**config.mk**
```make
export PLATFORM = sky130hd
export DESIGN_NAME = btb_csr_flat
export DESIGN_NICKNAME = d
export VERILOG_FILES = /design/src/hdl/bus_pkg.sv /design/src/hdl/btb_pkg.sv /design/src/hdl/btb_ctrl_if.sv /design/src/hdl/btb_csr.sv /design/src/flat_wrapper.sv
export SDC_FILE = /design/constraint.sdc
export NUM_CORES = 1
export LEC_CHECK = 0
export BUFFER_PORTS_ARGS = -buffer_cell sky130_fd_sc_hd__buf_4
export CORE_UTILIZATION = 55
export CTS_CLUSTER_DIAMETER = 30
export DETAILED_ROUTE_END_ITERATION = 12
export PLACE_DENSITY = 0.81
export SLEW_MARGIN = 20
export SYNTH_ARGS = -nofsm -noshare
export SYNTH_HDL_FRONTEND = slang
export SYNTH_SLANG_ARGS = --single-unit
```
**constraint.sdc**
```tcl
create_clock -name clock -period 3.39 [get_ports clock]
set_input_delay 0.678 -clock clock [delete_from_list [all_inputs] [get_ports clock]]
set_output_delay 0.678 -clock clock [all_outputs]
set_load 0.01 [all_outputs]
```
**src/hdl/bus_pkg.sv**
```systemverilog
package bus_pkg;

    // wishbone data and byte address
    typedef logic [31:0] wb_data_t;
    typedef logic [3:0] wb_addr_t;

    // register map, word aligned
    localparam wb_addr_t reg_ctrl = 4'h0;
    localparam wb_addr_t reg_hit_count = 4'h4;
    localparam wb_addr_t reg_update_count = 4'h8;
    localparam wb_addr_t reg_geometry = 4'hc;

    // control register fields
    localparam int ctrl_enable_bit = 0;
    // write-only, reads back as zero
    localparam int ctrl_flush_bit = 1;

endpackage

```
**src/hdl/btb_pkg.sv**
```systemverilog
package btb_pkg;

    // fetch width and geometry
    localparam int btb_lookups = 2;
    localparam int btb_sets = 8;
    localparam int btb_ways = 4;

    // pc split, offset bits are dropped
    localparam int btb_offset_bits = 2;
    localparam int btb_index_bits = 3;
    localparam int btb_tag_bits = 32 - btb_index_bits - btb_offset_bits;

    // byte address or pc
    typedef logic [31:0] addr_t;

    // set index and tag fields of a pc
    typedef logic [btb_index_bits-1:0] btb_index_t;
    typedef logic [btb_tag_bits-1:0] btb_tag_t;

    // way number inside a set
    typedef logic [$clog2(btb_ways)-1:0] btb_way_t;

    // recency rank, 0 is the eviction candidate
    typedef logic [$clog2(btb_ways)-1:0] btb_rank_t;

    // one hit flag per fetch port
    typedef logic [btb_lookups-1:0] btb_hits_t;

    // rank given to the way just written
    localparam btb_rank_t btb_rank_newest = btb_rank_t'(btb_ways - 1);

    // index sits right above the offset bits
    function automatic btb_index_t pc_index(addr_t pc);
        return pc[btb_offset_bits +: btb_index_bits];
    endfunction

    // tag is everything above the index
    function automatic btb_tag_t pc_tag(addr_t pc);
        return pc[btb_offset_bits + btb_index_bits +: btb_tag_bits];
    endfunction

endpackage
```
**src/hdl/btb_ctrl_if.sv**
```systemverilog
`timescale 1ns/100ps

interface btb_ctrl_if;

    // from the register block
    logic enable;
    logic flush;

    // event strobes back from the array
    btb_pkg::btb_hits_t lookup_hits;
    logic update_fire;

    modport csr (
        output enable, flush,
        input lookup_hits, update_fire
    );

    modport array (
        input enable, flush,
        output lookup_hits, update_fire
    );

endinterface

```
**src/hdl/btb_csr.sv**
```systemverilog
`timescale 1ns/100ps

module btb_csr
    import btb_pkg::*;
    import bus_pkg::*;
(
    input  logic      clock,
    input  logic      reset,
    btb_ctrl_if.csr   ctrl,

    // wishbone classic slave
    input  logic      wb_cyc,
    input  logic      wb_stb,
    input  logic      wb_we,
    input  wb_addr_t  wb_adr,
    input  wb_data_t  wb_dat_w,
    output wb_data_t  wb_dat_r,
    output logic      wb_ack
);

    logic request;
    logic write_req;
    logic enable_q;
    logic flush_q;
    wb_data_t hit_count;
    wb_data_t update_count;
    wb_data_t hit_incr;
    wb_data_t geometry;
    wb_data_t read_data;

    // new request only while no ack is out
    assign request = wb_cyc && wb_stb && !wb_ack;
    assign write_req = request && wb_we;

    // ways in the upper half, sets in the lower half
    assign geometry = {16'(btb_ways), 16'(btb_sets)};

    // single cycle ack, no wait states
    always_ff @(posedge clock) begin
        if (reset) begin
            wb_ack <= 1'b0;
        end else begin
            wb_ack <= request;
        end
    end

    // control bits
    always_ff @(posedge clock) begin
        if (reset) begin
            enable_q <= 1'b0;
            flush_q <= 1'b0;
        end else begin
            // flush lives for exactly the ack cycle
            flush_q <= write_req && (wb_adr == reg_ctrl) && wb_dat_w[ctrl_flush_bit];
            if (write_req && (wb_adr == reg_ctrl)) begin
                enable_q <= wb_dat_w[ctrl_enable_bit];
            end
        end
    end

    assign ctrl.enable = enable_q;
    assign ctrl.flush = flush_q;

    // number of ports that hit this cycle
    always_comb begin
        hit_incr = '0;
        for (int i = 0; i < btb_lookups; i++) begin
            hit_incr = hit_incr + wb_data_t'(ctrl.lookup_hits[i]);
        end
    end

    // statistics, a write clears and wins over the increment
    always_ff @(posedge clock) begin
        if (reset) begin
            hit_count <= '0;
            update_count <= '0;
        end else begin
            if (write_req && (wb_adr == reg_hit_count)) begin
                hit_count <= '0;
            end else begin
                hit_count <= hit_count + hit_incr;
            end
            if (write_req && (wb_adr == reg_update_count)) begin
                update_count <= '0;
            end else begin
                update_count <= update_count + wb_data_t'(ctrl.update_fire);
            end
        end
    end

    // read mux
    always_comb begin
        read_data = '0;
        case (wb_adr)
            reg_ctrl: read_data[ctrl_enable_bit] = enable_q;
            reg_hit_count: read_data = hit_count;
            reg_update_count: read_data = update_count;
            reg_geometry: read_data = geometry;
            default: read_data = '0;
        endcase
    end

    // sampled with the request, held through the ack
    always_ff @(posedge clock) begin
        if (request) begin
            wb_dat_r <= read_data;
        end
    end

endmodule

```
**src/flat_wrapper.sv**
```systemverilog
// flat-port wrapper written by rule: the top's interface ports become plain ports
module btb_csr_flat import btb_pkg::*; import bus_pkg::*;
  (clock, reset, wb_cyc, wb_stb, wb_we, wb_adr, wb_dat_w, wb_dat_r, wb_ack, ctrl_enable, ctrl_flush, ctrl_lookup_hits, ctrl_update_fire);
  btb_ctrl_if ctrl_i ();
  input  logic clock;
  input  logic reset;
  input  logic wb_cyc;
  input  logic wb_stb;
  input  logic wb_we;
  input  wb_addr_t wb_adr;
  input  wb_data_t wb_dat_w;
  output wb_data_t wb_dat_r;
  output logic wb_ack;
  output wire logic [$bits(ctrl_i.enable)-1:0] ctrl_enable;
  output wire logic [$bits(ctrl_i.flush)-1:0] ctrl_flush;
  input wire logic [$bits(ctrl_i.lookup_hits)-1:0] ctrl_lookup_hits;
  input wire logic [$bits(ctrl_i.update_fire)-1:0] ctrl_update_fire;
  assign ctrl_enable = ctrl_i.enable;
  assign ctrl_flush = ctrl_i.flush;
  assign ctrl_i.lookup_hits = ctrl_lookup_hits;
  assign ctrl_i.update_fire = ctrl_update_fire;
  btb_csr u_core (.clock(clock), .reset(reset), .ctrl(ctrl_i), .wb_cyc(wb_cyc), .wb_stb(wb_stb), .wb_we(wb_we), .wb_adr(wb_adr), .wb_dat_w(wb_dat_w), .wb_dat_r(wb_dat_r), .wb_ack(wb_ack));
endmodule
```
# Yosys cells after proc, flatten, opt, wreduce, memory -nomap -nowiden

Cells that the tools add are included.

Register bits: 99
Output and inout bits: 35
Logic and storage cells: 25

Add/sub/neg operators: 3
Equal/unequal tests: 3
Multiplexer cells: 2
Reduce and logical (&&, ||, !) cells: 11

Operators by type and width:

| operator           | number |
|---|---|
| $pmux 31 s3        | 1 |
| $add 32x1->32      | 1 |
| $add 32x32->32     | 1 |
| $eq 4x4->1 const B | 2 |
| $logic_and 1x1->1  | 7 |
| $eq 4x3->1 const B | 1 |
| $logic_not 4->1    | 1 |
| $reduce_or 2->1    | 2 |
| $pmux 1 s3         | 1 |
| $add 1x1->2        | 1 |
| $logic_not 1->1    | 1 |

# Depth between registers and ports, before layout

Gate-level depths: netlist of the first run.

Depth after elaboration: 5
Gate-level depth with buffers: 9

# Worst setup path before layout of the first run

No wires, ideal clock.

Path kind: input to register
Start: input port ctrl_lookup_hits[0]
End: register u_core.hit_count[30]
Arrival: 3.052 ns
Required time: 3.323 ns
Slack: 0.271 ns
Cell stages on the path: 9
Buffers on the path: 1
Path through: ha_1 -> ha_1 -> inv_1 -> fa_1 -> nand4b_1 -> or4_1 -> buf_2 -> or4_4 -> a21oi_2

Word-level cells in the longest chain between the ends: 2

Ends and longest elaborated chain:

| item                   | RTL line           | source |
|---|---|---|
| start: declaration     | flat_wrapper.sv:16 | `input wire logic [$bits(ctrl_i.lookup_hits)-1:0] ctrl_lookup_hits;` |
| $add 1x1->2            | btb_csr.sv:68      | `hit_incr = hit_incr + wb_data_t'(ctrl.lookup_hits[i]);` |
| $add 32x32->32         | btb_csr.sv:81      | `hit_count <= hit_count + hit_incr;` |
| end signal: assignment | btb_csr.sv:81      |  |
| end: declaration       | btb_csr.sv:25      | `wb_data_t hit_count;` |

Every way passes these cells.
A chain may end at the register's enable or synchronous reset.

# Worst setup path after layout of the first run

Start: input port ctrl_lookup_hits[0]
End: register u_core.hit_count[26]

Same word-level chain as after synthesis.

==> results of run 1 <==
-- cells in the mapped netlist, types with 12 or more instances --
master	number
inv_1	12
nand3_1	15
a21oi_1	39
dfxtp_1	67
a22o_1	29
or4_1	25
o31ai_1	25
edfxtp_1	32
clkbuf_1	20
nand2_1	32
nor2_1	25
xnor2_1	13
-- registers in the layout (all words and copies together) (netlist names) --
register	flops
u_core.hit_count	32
u_core.update_count	32
u_core.wb_dat_r	32
u_core.ctrl.enable	1
u_core.ctrl.flush	1
u_core.wb_ack	1
-- where the power goes --
part / switching (mW) / internal, mW
sequential: 0.0172 / 1.25
clock: 0.392 / 0.343
combinational: 0.0693 / 0.0530
total: 0.479 / 1.64
-- per-layer routing --
layer  global-route usage  routed length (um)
met4              0.07422                 168
met5                    0                   0
met3              0.04433                 458
met1               0.3471                4739
met2               0.3957                4855
-- placed cells by master, fill, tap and decap left out, types with 2 or more instances in the layout --
cell type,Yosys,routed
a211oi_1,2,2
a21o_1,2,2
a21oi_1,39,39
a22o_1,29,29
and2_1,5,5
and4_1,6,6
and4b_1,2,2
buf_4,0,55
clkbuf_1,20,3
clkbuf_8,0,9
dfxtp_1,67,67
edfxtp_1,32,32
ha_1,5,5
inv_1,12,12
mux2i_1,3,3
nand2_1,32,32
nand2b_1,2,2
nand3_1,15,15
nand4_1,10,10
nand4b_1,3,3
nand4bb_1,2,2
nor2_1,25,24
nor3_1,9,9
nor4_1,7,7
o21a_1,2,2
o21ai_0,10,10
o31ai_1,25,25
o41ai_1,3,3
or3_1,11,11
or4_1,25,25
or4_4,2,2
xnor2_1,13,13
xor2_1,8,8
-- cells by family (layout without fill, tap and decap cells) --
group,count (synthesis),after routing,share of synthesized area
compound gates,114,114,0.1718
xor+xnor,21,21,0.04087
fa+ha+maj,6,6,0.01835
buf+inv,39,83,0.03503
flops,99,99,0.5115
mux,3,3,0.006672
simple gates,165,165,0.2157
-- worst paths after layout --
path	cells past startpoint	slack [ns]	endpoint
max	9	0.40	u_core.hit_count[26]
min	2	0.49	u_core.update_count[31]
max reg2reg	7	0.70	u_core.hit_count[26]
min reg2reg	2	0.49	u_core.update_count[31]
-- worst reg2reg max path, stage by stage, from the launching register on --
cell and delay, ns:
dfxtp_1 0.37, ha_1 0.19, inv_1 0.05, fa_1 0.39, nand4b_1 0.26, or4_1 0.65, or4_1 0.52, a21oi_1 0.17
-- layout make-up --
class	instances	area, um^2	area share
clock buffers	12	135.1	0.02638
well taps	102	127.6	0.02491
inverters	12	45.04	0.008793
multi-input cells	309	2049	0.4001
flip-flops and latches	99	2302	0.4494
repair buffers	55	412.9	0.08061
clock inverters	4	50.05	0.009770
==> impl_metrics.tcl, run 1 <==
set metrics [dict create \
    port_buffers 48 \
    place_congestion 0.8221 \
    skew_ns 0.005973 \
    path_cells "buf_4 -> ha_1 -> ha_1 -> inv_1 -> fa_1 -> nand4b_1 -> or4_1 -> or4_1 -> a21oi_1" \
    antenna_cells 0 \
    netlist_area_um2 4501 \
    via_per_inst 6.130 \
    path_class "primary input to flip-flop" \
    cts_max_level 3 \
    yosysWarningCount 0 \
    cp-startpoint "ctrl_lookup_hits[0]" \
    wl_per_cell_um 17.24 \
    die_y_um 92.46 \
    outcome "completed" \
    path_buf_inv 2 \
    finalSetupViolCount 0 \
    vias 3635 \
    hold_viol 0 \
    crit_slowest_cell "or4_1" \
    die_area_um2 8549 \
    worst_hold_startpoint "u_core.update_count[31]" \
    cts_resized 0 \
    power.leakage_nw 1.654 \
    core_area_um2 7807 \
    drt-pass1-iter-count 5 \
    instances_no_fill 593 \
    ios 79 \
    start_util 0.5764 \
    async_reset_ff_frac 0 \
    drv_slew 0 \
    num-fill-cells 631 \
    drtIter0Drc 187 \
    syn_inst 447 \
    synth.net_count 497 \
    rows 32 \
    power_mw 2.120 \
    cts_tree "built" \
    grtUsageTotal 0.2490 \
    cpPeakStageDelay_ns 0.64 \
    yosysUniqueCellTypes 47 \
    hold_class "flip-flop to flip-flop" \
    endpoint_kind "flip-flop" \
    timing.max_cap.violations 0 \
    hpwl_mm 7.054 \
    hold_slack_ns 0.4871 \
    antenna_found_initial 0 \
    synthToLayoutAreaGrowth_pct 13.82 \
    drive_gt1_frac 0.1568 \
    clk_pin_slew_ns 0.09 \
    period_needed_ns 2.990 \
    power_density_nw_per_um2 413.9 \
    path_max_fanout 4 \
    yosysTopAreaCell "dfxtp_1" \
    grt_pass1_wl_mm 16.53 \
    synthTopCellsByArea "dfxtp_1 (30%), edfxtp_1 (21%), a22o_1 (5.6%)" \
    place_ws_ns 0.06078 \
    cts_hold_buf 0 \
    worst_pin_slew_ns 1.021 \
    grt_max_degree 33 \
    regToRegStartpoint "u_core.hit_count[0]" \
    cp-start-kind "primary input" \
    fmax_ghz 0.3345 \
    cts_root_buf "clkbuf_8" \
    setup_tns_ns 0 \
    postLayoutSetupSlackWorst_ns 0.4000 \
    synth_area_per_cell_um2 10.07 \
    clockBufferDepth 2 \
    design_area_um2 5122 \
    postRouteAntennaNets 0 \
    numCtsBuffers 9 \
    synth_edf_count 32 \
    placed_cells 577 \
    cp.arrival_ns 3.27 \
    grt_overflow 0 \
    routed_wl_mm 10.22 \
    grt_pass1_vias 3354 \
    ys.flop_type "dfxtp_1" \
    insertion_delay_ns 0.36 \
    critPathTopFamily "simple AND/OR/NAND/NOR gates" \
    yosys.area.top_type_share 0.2980 \
    clock-sinks 99 \
    post-route-period-util 0.8820 \
    cp.required_ns 3.67 \
    layout.nets 536 \
    postLayoutCoreUtil 0.6561 \
    max_slew_margin 0.3192 \
    ys_seq_area_frac 0.5115 \
    rsz0062_at_grt "no" \
    cts_setup_buffers 0 \
    ys_ff_latch 99 \
    die_w_um 92.46 \
    vdd_ir_drop_max_uv 228.5 \
    drc 0 \
    dpl_cell_area_um2 4937 \
]
Power figures use the tool's default switching activity.
==> run 2, diff against run 1 <==
--- a/config.mk
+++ b/config.mk
@@ -7,4 +7,5 @@
 export LEC_CHECK = 0
 export BUFFER_PORTS_ARGS = -buffer_cell sky130_fd_sc_hd__buf_4
+export CAP_MARGIN = 20
 export CORE_UTILIZATION = 55
 export CTS_CLUSTER_DIAMETER = 30
==> constraint.sdc (replaced) <==
create_clock -name clock -period 3.39 [get_ports clock]
set_input_delay 0.1695 -clock clock [delete_from_list [all_inputs] [get_ports clock]]
set_output_delay 0.1695 -clock clock [all_outputs]
set_load 0.01 [all_outputs]
==> run 2 against run 1 <==
Effect of this change:
- core utilization rose by 0.11 points
- clock skew up 0.014 ns
- largest power group unchanged
- cell count is 0.51% lower
- via count increased by 1.9%
- highest routed layer unchanged
- fmax increased by 6.2%
- worst setup slack better by 0.18 ns
- critical path type is now flip-flop to flip-flop
- routed wire length down 1.5%
- critical endpoint is now u_core.hit_count[30]
- die area is the same
- global-route usage increased by 0.31 points
==> impl_metrics.tcl, run 2 (same netlist as run 1, synthesis figures left out) <==
set metrics [dict create \
    outcome "completed" \
    start_util 0.5764 \
    numCtsBuffers 9 \
    seq_power_share 0.572 \
    fmax_ghz 0.3553 \
    largest_registers "u_core.hit_count x32, u_core.update_count x32, u_core.wb_dat_r x32" \
    synthToLayoutAreaGrowth_pct 14.01 \
    hold_slack_ns 0.01275 \
    setup_tns_ns 0 \
    vdd_ir_drop_max_uv 175.7 \
    ios 79 \
    wl_met3_um 586 \
    routed_wl_mm 10.07 \
    power.leakage_nw 1.656 \
    die_w_um 92.46 \
    finalSetupViolCount 0 \
    die_y_um 92.46 \
    cts_root_buf "clkbuf_8" \
    antenna_found_initial 0 \
    grt_max_degree 33 \
    grt_pass1_wl_mm 16.75 \
    cp.required_ns 3.68 \
    drt-pass1-iter-count 5 \
    path_cells "ha_1 -> inv_1 -> fa_1 -> nand4b_1 -> or4_1 -> or4_4 -> a21oi_2" \
    postRouteAntennaNets 0 \
    drtIter0Drc 270 \
    path_class "flip-flop to flip-flop" \
    p_sw_frac 0.2239 \
    drc 0 \
    wl_per_cell_um 17.07 \
    drv_slew 0 \
    vias 3705 \
    grtUsageTotal 0.2521 \
    die_area_um2 8549 \
    rows 32 \
    crit_slowest_cell "or4_1" \
    endpoint_kind "flip-flop" \
    cts_resized 0 \
    cts_max_level 3 \
    clk_pin_slew_ns 0.09 \
    wl_met2_mm 4.611 \
    timing.max_cap.violations 0 \
    cts_setup_buffers 0 \
    cts_tree "built" \
    period_needed_ns 2.814 \
    cts_hold_buf 0 \
    grt_overflow 0 \
    final_common_cell "dfxtp_1" \
    grt_pass1_vias 3391 \
    antenna_cells 0 \
    postLayoutCoreUtil 0.6572 \
    cp-startpoint "u_core.hit_count[0]" \
    p_comb_frac 0.054 \
    via_per_inst 6.280 \
    wl_met1_mm 4.589 \
    pwr-share-clk 0.375 \
    worst_pin_slew_ns 0.9806 \
    top_layer_used "met4" \
    r2r_slack_ns 0.58 \
    place_congestion 0.8046 \
    layout.nets 533 \
    insertion_delay_ns 0.38 \
    regToRegStartpoint "u_core.hit_count[0]" \
    core_area_um2 7807 \
    reg2reg_to "u_core.hit_count[30]" \
    rsz0062_at_grt "no" \
    max_slew_margin 0.3462 \
    switchingPower_mw 0.4946 \
    internal_power_mw 1.714 \
    cp-start-kind "flip-flop" \
    hold_viol 0 \
    clockBufferDepth 2 \
    crit_end "u_core.hit_count[30]" \
    ff2ff_path_depth 7 \
    cp.arrival_ns 3.11 \
    clock-sinks 99 \
    post-route-period-util 0.8302 \
    drive_gt1_frac 0.1557 \
    mostFrequentLayoutCells "dfxtp_1 (67), buf_4 (52), a21oi_1 (39)" \
    cpPeakStageDelay_ns 0.71 \
    skew_ns 0.01991 \
    port_buffers 48 \
    path_max_fanout 8 \
    hpwl_mm 6.837 \
    hold_class "primary input to flip-flop" \
    power_density_nw_per_um2 430.4 \
]
## run 2: area by class of cell
class	instances	area, um^2
fill	616	2676
clock inverter	6	88.84
clock buffer	10	127.6
tap	102	127.6
timing repair buffer	52	390.4
multi-input combinational	309	2049
sequential	99	2302
inverter	12	45.04
## run 2: how the worst min path moves through the flow
stage / startpoint / endpoint / slack, ns / cells after the start
after CTS: reset / u_core.ctrl.enable / 0.003 / 2
after global placement: reset / u_core.ctrl.enable / 0.39 / 2
after detailed placement: reset / u_core.ctrl.enable / 0.40 / 2
final: reset / u_core.ctrl.enable / 0.01 / 2
after floorplan: reset / u_core.ctrl.enable / 0.24 / 1
after global routing: reset / u_core.ctrl.flush / 0.01 / 2
## run 2: power groups by stage
stage	Clock [mW]	Sequential, mW	Combinational (mW)
6_report	0.827	1.26	0.119
5_1_grt	0.885	1.27	0.131
4_1_cts	0.838	1.26	0.120
3_5_place_dp	0	1.29	0.120
3_3_place_gp	0	1.29	0.115
2_1_floorplan	0	1.29	0.0519
## run 2: through the flow
| stage | std cells | setup slack, ns | area [um^2] | power [mW] |
|---|---|---|---|---|
| detailed placement | 574 | 0.4416 | 4915 | 1.410 |
| CTS | 590 | 0.5742 | 5131 | 2.220 |
| global placement | 574 | 0.4840 | 4915 | 1.403 |
| finish | 590 | 0.5757 | 5131 | 2.209 |
| floorplan | 447 | 0.7793 | 4501 | 1.346 |
| global route | 590 | 0.4334 | 5131 | 2.282 |
## run 2: worst max-delay path, delay by kind of cell, from the launching register on
family / cells / cell delay, ns
AO/OA/AOI/OAI: 1 / 0.14
flip-flops: 1 / 0.37
adder cells (fa/ha/maj): 2 / 0.61
buffers and inverters: 1 / 0.06
AND/OR/NAND/NOR: 3 / 1.56
## run 2: metal layers
metal  vias to the layer above  track usage
li1                       1770            -
met1                      1772       0.3542
met3                        24      0.03448
met5                         -            0
met4                         0       0.1198
met2                       139       0.3840
